File: config.mk
export PLATFORM = sky130hd
export DESIGN_NAME = mduTop
export DESIGN_NICKNAME = d
export VERILOG_FILES = /design/src/logic/mduPkg.sv /design/src/logic/hazardCtl.sv /design/src/logic/mulPipe.sv /design/src/logic/divFsm.sv /design/src/logic/divCounter.sv /design/src/logic/divDatapath.sv /design/src/logic/mduWriteback.sv /design/src/logic/mduTop.sv
export SDC_FILE = /design/constraint.sdc
export NUM_CORES = 2
export LEC_CHECK = 0
export BUFFER_PORTS_ARGS = -buffer_cell sky130_fd_sc_hd__buf_4
export CAP_MARGIN = 40
export CORE_MARGIN = 4
export CORE_UTILIZATION = 65
export CTS_BUF_LIST = sky130_fd_sc_hd__clkbuf_4
export DETAILED_ROUTE_END_ITERATION = 10
export GPL_ROUTABILITY_DRIVEN = 0
export GPL_TIMING_DRIVEN = 1
export PLACE_DENSITY = 0.82
export SKIP_CTS_REPAIR_TIMING = 1
export SLEW_MARGIN = 20
export SYNTH_ARGS = -nofsm -noshare
export SYNTH_HDL_FRONTEND = slang
export SYNTH_HIERARCHICAL = 1
export SYNTH_SLANG_ARGS = --single-unit
File: constraint.sdc
create_clock -name clk -period 23.5 [get_ports clk]
set_clock_uncertainty 0.2 [all_clocks]
set_input_delay 1.175 -clock clk [delete_from_list [all_inputs] [get_ports clk]]
set_output_delay 1.175 -clock clk [all_outputs]
set_load 0.05 [all_outputs]
File: src/logic/mduPkg.sv
/*
 * MDU package: M-extension operation codes, register index type,
 * the pipeline tag struct and the stall/flush control struct
 */
package mduPkg;

  // funct3 encodings of the M extension
  typedef enum logic [2:0] {
    opMul    = 3'b000,
    opMulh   = 3'b001,
    opMulhsu = 3'b010,
    opMulhu  = 3'b011,
    opDiv    = 3'b100,
    opDivu   = 3'b101,
    opRem    = 3'b110,
    opRemu   = 3'b111
  } mduOpE;

  typedef logic [4:0] regIdxT;

  // travels with the data through E, M and W
  typedef struct packed {
    logic   valid;
    mduOpE  op;
    regIdxT rd;
  } mduTagT;

  typedef struct packed {
    logic stallE;
    logic stallM;
    logic stallW;
    logic flushM;
    logic flushW;
  } stallCtlT;

  // divide and remainder ops all have funct3[2] set
  function automatic logic isDivOp(input mduOpE op);
    return op[2];
  endfunction

endpackage

File: src/logic/hazardCtl.sv
/*
 * Hazard control: per-stage stall and flush from the divider busy
 * flag and the external stall
 */
`timescale 1ns/1ps

module hazardCtl import mduPkg::*; (
  input  logic     divBusy,
  input  logic     externalStall,
  output stallCtlT stallCtl
);

  logic stallE;
  logic stallM;
  logic stallW;

  //////////////////////////////////////////////////
  // stall chain
  //////////////////////////////////////////////////

  assign stallE = divBusy || externalStall;  // divider holds execute only
  assign stallM = externalStall;
  assign stallW = externalStall;

  // a held stage feeds a bubble into a moving one
  always_comb begin
    stallCtl.stallE = stallE;
    stallCtl.stallM = stallM;
    stallCtl.stallW = stallW;
    stallCtl.flushM = stallE && !stallM;
    stallCtl.flushW = stallM && !stallW;
  end

endmodule

File: src/logic/mulPipe.sv
/*
 * Two-stage multiplier: operand extension and full product in execute,
 * product register in memory, high/low half select into writeback
 */
`timescale 1ns/1ps

module mulPipe import mduPkg::*; #(
  parameter int xlen = 32
) (
  input  logic            clk,
  input  logic            rstN,
  input  stallCtlT        stallCtl,
  input  logic            flushE,
  input  mduTagT          issueTag,
  input  logic [xlen-1:0] srcA,
  input  logic [xlen-1:0] srcB,
  output logic [xlen-1:0] mulResult
);

  localparam int prodW = 2 * xlen;

  logic             signA;
  logic             signB;
  logic [prodW-1:0] extA;
  logic [prodW-1:0] extB;
  logic [prodW-1:0] productE;
  logic [prodW-1:0] productM;
  logic             loadM;
  logic             selHighM;

  //////////////////////////////////////////////////
  // execute stage
  //////////////////////////////////////////////////

  always_comb begin
    signA = (issueTag.op == opMulh) || (issueTag.op == opMulhsu);
    signB = (issueTag.op == opMulh);  // MULHSU keeps rs2 unsigned
    extA  = {{xlen{signA & srcA[xlen-1]}}, srcA};
    extB  = {{xlen{signB & srcB[xlen-1]}}, srcB};
    productE = extA * extB;  // low 2*xlen bits are exact for both signs
  end

  // only live multiplies that actually leave execute are captured
  assign loadM = issueTag.valid && !isDivOp(issueTag.op) && !flushE && !stallCtl.stallE;

  //////////////////////////////////////////////////
  // memory stage
  //////////////////////////////////////////////////

  always_ff @(posedge clk) begin
    if (!rstN) begin
      selHighM <= 1'b0;
    end else if (loadM) begin
      selHighM <= (issueTag.op != opMul);
    end
  end

  always_ff @(posedge clk) begin
    if (loadM) begin
      productM <= productE;
    end
  end

  // sampled by the writeback register
  assign mulResult = selHighM ? productM[prodW-1:xlen] : productM[xlen-1:0];

endmodule

File: src/logic/divFsm.sv
/*
 * Divider control FSM: idle, busy and done states, start and abort
 * strobes, and the busy flag that stalls execute
 */
`timescale 1ns/1ps

module divFsm import mduPkg::*; (
  input  logic   clk,
  input  logic   rstN,
  input  mduTagT issueTag,
  input  logic   flushE,
  input  logic   lastStep,
  output logic   start,
  output logic   abort,
  output logic   divBusy
);

  typedef enum logic [1:0] {
    idleS,
    busyS,
    doneS
  } divStateE;

  divStateE state;
  divStateE stateNext;
  logic     divInE;

  assign divInE = issueTag.valid && isDivOp(issueTag.op) && !flushE;

  assign start = (state == idleS) && divInE;
  assign abort = flushE && (state != idleS);  // kill a divide in flight

  // high from the first execute cycle, low in done so the op moves on
  assign divBusy = start || ((state == busyS) && !flushE);

  always_comb begin
    stateNext = state;
    case (state)
      idleS:   if (start) stateNext = busyS;
      busyS:   if (lastStep) stateNext = doneS;
      doneS:   stateNext = idleS;
      default: stateNext = idleS;
    endcase
    if (flushE) begin
      stateNext = idleS;
    end
  end

  always_ff @(posedge clk) begin
    if (!rstN) begin
      state <= idleS;
    end else begin
      state <= stateNext;
    end
  end

  //////////////////////////////////////////////////
  // checks
  //////////////////////////////////////////////////

  // the divide being worked on stays in execute until it finishes
  assert property (@(posedge clk) disable iff (!rstN)
                   ((state == busyS) && !flushE) |-> (issueTag.valid && isDivOp(issueTag.op)))
    else $error("divide left execute while the divider was busy");

  // counter and FSM must agree on the final iteration
  assert property (@(posedge clk) disable iff (!rstN) lastStep |-> (state == busyS))
    else $error("lastStep outside the busy state");

endmodule

File: src/logic/divCounter.sv
/*
 * Divide iteration counter, flags the final shift-subtract step
 */
`timescale 1ns/1ps

module divCounter #(
  parameter int xlen = 32
) (
  input  logic clk,
  input  logic rstN,
  input  logic start,
  input  logic abort,
  output logic lastStep
);

  localparam int cntW = (xlen > 1) ? $clog2(xlen) : 1;

  logic [cntW-1:0] count;
  logic            running;

  assign lastStep = running && (count == cntW'(xlen - 1));

  always_ff @(posedge clk) begin
    if (!rstN || abort) begin
      running <= 1'b0;
      count   <= '0;
    end else if (start) begin
      running <= 1'b1;
      count   <= '0;
    end else if (running) begin
      if (lastStep) begin
        running <= 1'b0;  // wait for the next start
        count   <= '0;
      end else begin
        count <= count + 1'b1;
      end
    end
  end

  // the FSM only starts once the previous run has ended
  assert property (@(posedge clk) disable iff (!rstN) start |-> !running)
    else $error("start while the counter is still running");

endmodule

File: src/logic/divDatapath.sv
/*
 * Restoring shift-subtract divider on magnitudes, with sign fixup
 * and the RISC-V divide-by-zero and overflow results
 */
`timescale 1ns/1ps

module divDatapath import mduPkg::*; #(
  parameter int xlen = 32
) (
  input  logic            clk,
  input  logic            rstN,
  input  logic            start,
  input  mduTagT          issueTag,
  input  logic [xlen-1:0] srcA,
  input  logic [xlen-1:0] srcB,
  output logic [xlen-1:0] divResult
);

  localparam logic [xlen-1:0] minNeg = {1'b1, {(xlen - 1){1'b0}}};

  // result fixups, latched with the operands
  typedef struct packed {
    logic isRem;
    logic negQ;
    logic negR;
    logic divZero;
    logic overflow;
  } fixT;

  logic            signedOp;
  logic [xlen-1:0] absA;
  logic [xlen-1:0] absB;
  fixT             fixIn;
  fixT             fix;
  logic [xlen-1:0] remReg;
  logic [xlen-1:0] quoReg;  // dividend bits out the top, quotient bits in
  logic [xlen-1:0] dvsReg;
  logic [xlen:0]   shifted;
  logic [xlen:0]   diff;
  logic [xlen-1:0] quo;
  logic [xlen-1:0] rem;

  //////////////////////////////////////////////////
  // operand load
  //////////////////////////////////////////////////

  always_comb begin
    signedOp = (issueTag.op == opDiv) || (issueTag.op == opRem);
    absA = (signedOp && srcA[xlen-1]) ? -srcA : srcA;
    absB = (signedOp && srcB[xlen-1]) ? -srcB : srcB;
    fixIn.isRem    = (issueTag.op == opRem) || (issueTag.op == opRemu);
    fixIn.negQ     = signedOp && (srcA[xlen-1] ^ srcB[xlen-1]);
    fixIn.negR     = signedOp && srcA[xlen-1];  // remainder follows the dividend
    fixIn.divZero  = (srcB == '0);
    fixIn.overflow = signedOp && (srcA == minNeg) && (srcB == '1);
  end

  always_ff @(posedge clk) begin
    if (!rstN) begin
      fix <= '0;
    end else if (start) begin
      fix <= fixIn;
    end
  end

  //////////////////////////////////////////////////
  // iteration
  //////////////////////////////////////////////////

  always_comb begin
    shifted = {remReg, quoReg[xlen-1]};
    diff    = shifted - {1'b0, dvsReg};  // top bit set means borrow
  end

  always_ff @(posedge clk) begin
    if (start) begin
      remReg <= '0;
      quoReg <= absA;
      dvsReg <= absB;
    end else begin
      remReg <= diff[xlen] ? shifted[xlen-1:0] : diff[xlen-1:0];
      quoReg <= {quoReg[xlen-2:0], ~diff[xlen]};
    end
  end

  // valid once xlen steps have run, read in the done cycle
  always_comb begin
    quo = fix.negQ ? -quoReg : quoReg;
    rem = fix.negR ? -remReg : remReg;
    if (fix.divZero) begin
      quo = '1;  // remainder already equals the dividend
    end
    if (fix.overflow) begin
      quo = minNeg;
      rem = '0;
    end
    divResult = fix.isRem ? rem : quo;
  end

endmodule

File: src/logic/mduWriteback.sv
/*
 * Memory and writeback tag registers, divider result capture and
 * final result select between multiplier and divider
 */
`timescale 1ns/1ps

module mduWriteback import mduPkg::*; #(
  parameter int xlen = 32
) (
  input  logic            clk,
  input  logic            rstN,
  input  stallCtlT        stallCtl,
  input  logic            flushE,
  input  mduTagT          issueTag,
  input  logic [xlen-1:0] mulResult,
  input  logic [xlen-1:0] divResult,
  output mduTagT          writeTag,
  output logic [xlen-1:0] writeData
);

  mduTagT          tagM;
  mduTagT          tagW;
  logic [xlen-1:0] divResultM;
  logic [xlen-1:0] dataW;

  //////////////////////////////////////////////////
  // memory stage
  //////////////////////////////////////////////////

  always_ff @(posedge clk) begin
    if (!rstN) begin
      tagM <= '0;
    end else if (!stallCtl.stallM) begin
      if (stallCtl.flushM || flushE) begin
        tagM <= '0;  // bubble
      end else begin
        tagM <= issueTag;
      end
    end
  end

  // divider result is final only in the cycle the divide leaves execute
  always_ff @(posedge clk) begin
    if (!stallCtl.stallE && issueTag.valid && isDivOp(issueTag.op)) begin
      divResultM <= divResult;
    end
  end

  //////////////////////////////////////////////////
  // writeback stage
  //////////////////////////////////////////////////

  always_ff @(posedge clk) begin
    if (!rstN) begin
      tagW <= '0;
    end else if (!stallCtl.stallW) begin
      if (stallCtl.flushW) begin
        tagW <= '0;
      end else begin
        tagW <= tagM;
      end
    end
  end

  always_ff @(posedge clk) begin
    if (!stallCtl.stallW) begin
      dataW <= isDivOp(tagM.op) ? divResultM : mulResult;
    end
  end

  // register write enable, held off while writeback is stalled
  always_comb begin
    writeTag       = tagW;
    writeTag.valid = tagW.valid && !stallCtl.stallW;
  end

  assign writeData = dataW;

endmodule

File: src/logic/mduTop.sv
/*
 * MDU top level: hazard control, multiplier, divider FSM, counter
 * and datapath, and the writeback stage
 */
`timescale 1ns/1ps

module mduTop import mduPkg::*; #(
  parameter int xlen = 32
) (
  input  logic            clk,
  input  logic            rstN,
  input  mduTagT          issueTag,
  input  logic [xlen-1:0] srcA,
  input  logic [xlen-1:0] srcB,
  input  logic            flushE,
  input  logic            externalStall,
  output logic            stallE,
  output mduTagT          writeTag,
  output logic [xlen-1:0] writeData
);

  stallCtlT        stallCtl;
  logic            divBusy;
  logic            start;
  logic            abort;
  logic            lastStep;
  logic [xlen-1:0] mulResult;
  logic [xlen-1:0] divResult;

  assign stallE = stallCtl.stallE;

  // global stall and flush
  hazardCtl i_hazard (.divBusy, .externalStall, .stallCtl);

  mulPipe #(.xlen(xlen)) i_mul (
    .clk, .rstN, .stallCtl, .flushE, .issueTag,
    .srcA, .srcB, .mulResult
  );

  //////////////////////////////////////////////////
  // divider
  //////////////////////////////////////////////////

  divFsm i_divFsm (
    .clk, .rstN, .issueTag, .flushE, .lastStep,
    .start, .abort, .divBusy
  );

  divCounter #(.xlen(xlen)) i_divCounter (.clk, .rstN, .start, .abort, .lastStep);

  divDatapath #(.xlen(xlen)) i_divDatapath (
    .clk, .rstN, .start, .issueTag,
    .srcA, .srcB, .divResult
  );

  // results leave in issue order
  mduWriteback #(.xlen(xlen)) i_writeback (
    .clk, .rstN, .stallCtl, .flushE, .issueTag,
    .mulResult, .divResult, .writeTag, .writeData
  );

endmodule

### After elaboration in Yosys (flattened, before gate mapping)

Cells that the tools add are included.

* bits of input ports: 77
* output and inout port bits: 42
* flip-flop bits (word level): 256
* word-level logic and storage cells: 101

* $add $sub $neg: 6
* bitwise logic cells: 5
* equality and inequality tests: 11
* $mul: 1
* reduce and logical (&&, ||, !) cells: 37
* mux-type cells: 20

Operators by type and width (count)
* two-way mux 32 bit: 12
* negation 32 bit: 4
* == test 32 bit (second input constant): 2
* multiplier 33 x 33 -> 64 bit: 1
* subtractor 33 x 32 -> 33 bit: 1
* zero test 32 bit: 1
* logical AND 1 bit: 18
* == test 3 bit (second input constant): 3
* two-way mux 9 bit: 1
* logical OR 1 bit: 7
* adder 5 x 1 -> 5 bit (second input constant): 1
* == test 5 bit (second input constant): 1
* zero test 1 bit: 5
* two-way mux 5 bit: 1
* two-way mux 2 bit: 2
* != test 2 x 1 -> 1 bit (second input constant): 2
* case mux 2 bit (2 select lines): 1
* OR reduction 2 bit: 2
* == test 3 x 1 -> 1 bit (second input constant): 1
* == test 3 x 2 -> 1 bit (second input constant): 1
* two-way mux 1 bit: 3
* nonzero test 3 bit: 1
* AND 1 bit: 2
* == test 2 x 1 -> 1 bit (second input constant): 1
* 5 further kinds: 6

### Logic depth before layout (Yosys ltp)

* word-level depth: 8
* gate-level depth with buffers: 31
* mapped depth without buffers: 29

### Cells and area by module

Netlist, hierarchy kept.

Modules (own cells, without submodules)
* mulPipe: sequential area each 1941.9 µm², area each 40064.7 µm², cells an instance 4276, instances 1
* divDatapath: sequential area each 2342.2 µm², area each 8267.9 µm², cells an instance 1055, instances 1
* mduWriteback: sequential area each 2282.2 µm², area each 3135.5 µm², cells an instance 188, instances 1
* divCounter: sequential area each 120.1 µm², area each 285.3 µm², cells an instance 30, instances 1
* divFsm: sequential area each 40.0 µm², area each 117.6 µm², cells an instance 12, instances 1
* hazardCtl: sequential area each 0.0 µm², area each 48.8 µm², cells an instance 7, instances 1

### Worst setup path before layout

No wires, ideal clock.

* path type: input -> register
* from: input issueTag[8] (netlist bit)
* to: register i_mul.productM[0] (enable)
* arrival time: 8.499 ns
* path buffers: 1
* cell stages on the path: 5
* path slack: 14.129 ns
* required time: 22.628 ns
* path through: a21oi_1 > nor3_1 > or2_1 > buf_4 > nor4b_1

* word-level cells in the longest chain between the ends: 7

RTL lines
* from (decl): line mduTop.sv:12 `input mduTagT issueTag,`
* logical AND 1 bit (2 in series): line divFsm.sv:28 `assign divInE = issueTag.valid && isDivOp(issueTag.op) && !flushE;`
* logical AND 1 bit: line divFsm.sv:30 `assign start = (state == idleS) && divInE;`
* logical OR 1 bit: line divFsm.sv:34 `assign divBusy = start || ((state == busyS) && !flushE);`
* net divBusy: line mduTop.sv:23 `logic divBusy;`
* logical OR 1 bit: line hazardCtl.sv:21 `assign stallE = divBusy || externalStall;`
* net i_hazard.stallE: line hazardCtl.sv:13 `logic stallE;`
* zero test 1 bit: line mulPipe.sv:44 `assign loadM = issueTag.valid && !isDivOp(issueTag.op) && !flushE && !stallCtl.stallE;`
* logical AND 1 bit: line mulPipe.sv:44
* net i_mul.loadM: line mulPipe.sv:28 `logic loadM;`
* to (signal assigned): line mulPipe.sv:60 `productM <= productE;`
* to (decl): line mulPipe.sv:27 `logic [prodW-1:0] productM;`

The timed path passes the listed nets, and every way through them passes these cells.
A chain may end at the register's enable or synchronous reset.

### Worst setup path after layout

* from: input srcA[31]
* to: register i_mul.productM[62] (data pin)

* word-level cells in the longest chain between the ends: 2

RTL lines
* from (decl): line mduTop.sv:13 `input logic [xlen-1:0] srcA,`
* AND 1 bit: line mulPipe.sv:38 `extA = {{xlen{signA & srcA[xlen-1]}}, srcA};`
* multiplier 33 x 33 -> 64 bit (*): line mulPipe.sv:40 `productE = extA * extB;`
* net i_mul.productE[62]: line mulPipe.sv:26 `logic [prodW-1:0] productE;`

Mark *: on every way through the listed nets, which the timed path passes. The rest lies on a longest branch.

==> impl_metrics.ini <==
[floorplan]
initial_utilization_pct = 65.6
io_pins = 119
core.rowCount = 103
core_sq_mm = 0.0791
die_h_um = 291
die-area_sq_mm = 0.0845
dieWidth_um = 291

[critical_path]
worstPathArrival_ns = 10.17
cp-end-kind = register
start_kind = input pin
slowest_delay_ns = 0.67
cp.required_ns = 23.76
critPathKind = input pin to register
critPathSlowestCell = fa_1
crit_top_cell = fa_1
path_max_fanout = 38

[yosys]
yosysSeqAreaShare_pct = 13.0
synth.avg_cell_area_sq_um = 9.32
yosys_warnings = 6
synth_edf_count = 160
synthCells = 5568
async_reset_ff_share_pct = 0
yosys.cell_types.count = 97
ys.flop_type = edfxtp_1
syn_area_sq_mm = 0.0519
syn-num-nets = 7022
ys_ff_latch = 256

[run_status]
outcome = complete, but fails checks
failed_checks = DRC

[finish]
layout_commonest_cell = inv_1
fill_cells = 5928
fin_cells = 6594
final_cell_area_sq_mm = 0.0541
drive_gt1_share_pct = 6.95
fin_nets = 6942
syn_to_final_growth_pct = 4.15
ff_latch_area_sq_mm = 0.00673
multi_input_area_sq_mm = 0.0395
most-common-layout-cells = inv_1 (1220), fa_1 (1126), nand2_1 (911), and2_1 (324), ha_1 (251)

[sta]
max_clock_freq_mhz = 101
rsz0062_at_grt = no
maxSlewViolCount = 0
hold_viol = 0
worst_pin_slew_ns = 0.836
slew-limit-headroom_pct = 42.8
min_period_ns = 9.91
fin_crit_sh_pct = 42.2
tns_ns = 0
report.final.setup_viol = 0

[placed_design]
port_buffers = 118
placed_cells = 6468
post_dp_cell_area_sq_mm = 0.0532
hpwl_um = 105000

[cts]
cts_max_level = 3
cts_tree = done
cts.clk_slew.worst_paths_ns = 0.07
clkSinkCount = 256
cts_buffers = 67
clk_path_buf_depth = 3
cts_root_buf = clkbuf_4
clk_latency_ns = 0.71

[global_route]
grt_start_max_net_pins = 69
grt_pass1_wl_um = 227000
antenna_found_initial = 3
grt_pass1_vias = 41800
track_usage_pct = 34.2
grt-ovfl-total = 0

[job]
drv_cap = 0

[drt]
post_drt_wl_per_cell_um = 21.5
drc = 1
wl_um = 142000
ant_nets = 0
drtIter0Drc = 3640
route.met3.wl_um = 17400
wl_met1_um = 51000
dr.pass1.iters = 9
num_vias = 39300
routed_via_density = 5.96
top_layer_used = met5
wl_met2_um = 64900

[min_path]
hold_path_class = register to register
-- Yosys cell counts, drive strengths merged, types with 14 or more instances --
library cell     n  area [sq um]
a211oi          28           225
a21boi          28           214
a21o            42           315
a21oi          156           792
a221oi          24           210
and2           325          2030
buf             30           181
clkbuf         265          1000
dfxtp           96          1920
edfxtp         160          4800
fa            1126         22500
ha             251          3140
inv           1220          4580
mux2            67           754
nand2          911          3420
nand3           28           153
nand4           27           169
nor2           148           558
nor3            46           240
nor4            16           128
o21ai           87           469
o21bai          16           120
o31ai           27           208
o41ai           15           139
or2             14          87.6
or4             17           135
xnor2          107           937
xor2           115          1010
-- per-layer routing --
layer | global-route usage (%) | vias up
li1 | - | 16700
met5 | 0 | -
met4 | 17.6 | 2
met1 | 45.3 | 19700
met2 | 53.6 | 2436
met3 | 7.72 | 494
-- worst paths after layout --
path                                    start                                  end  slack (ns)  cells past startpoint
max reg2reg  i_divDatapath/quoReg[31]$_DFF_P_  i_divDatapath/remReg[26]$_SDFF_PP0_       19.46                     12
min reg2reg  i_writeback/tagM[0]$_SDFFE_PN0N_     i_writeback/tagM[0]$_SDFFE_PN0N_        0.26                      2
min          i_writeback/tagM[0]$_SDFFE_PN0N_     i_writeback/tagM[0]$_SDFFE_PN0N_        0.26                      2
max                                  srcA[31]         i_mul/productM[62]$_DFFE_PP_       13.59                     30
-- final cells by class --
type                            count  area share [%]
Clock buffer                       99            1.37
Inverter                         1220            8.47
Clock inverter                     22           0.222
Antenna cell                        4          0.0185
Tap cell                         1050            2.43
Sequential cell                   256            12.4
Multi-Input combinational cell   3797            73.0
Timing Repair Buffer              146            2.08
-- flip-flops by register name, indices dropped and copies added (netlist names), 8 cells and up --
signal                  flops
i_mul/productM             64
i_divDatapath/dvsReg       32
i_divDatapath/quoReg       32
i_divDatapath/remReg       32
i_writeback/divResultM     32
i_writeback/writeData      32
i_writeback/tagM            9
i_writeback/writeTag        8
-- through the flow --
step	hold slack (ns)	utilization, %	setup WS (ns)
after floorplan	0.231	-	14.13
after global placement	0.239	67.2	13.17
after detailed placement	0.254	67.2	12.99
after CTS	0.263	68.3	13.73
after global routing	0.292	68.3	13.16
final	0.260	68.3	13.59
-- logic make-up after synthesis --
logic type	share of synthesized area [%]
other cells	0.00722
compound gates	6.42
mux	1.61
simple gates	14.7
xor+xnor	3.74
flops	13.0
fa+ha+maj	49.5
buf+inv	11.1
-- worst max-delay path, delay by kind of cell --
family,cells,cell delay [ns]
AOI/OAI and AO/OA,6,1.02
xor gates and xnor gates,1,0.14
buffers and inverters,9,2.28
adders and majority gates,9,4.48
and+or+nand+nor,5,1.04
Power is left out: the tool's default activity adds up to more than one toggle a clock period on the data nets, which glitch-free logic cannot reach.
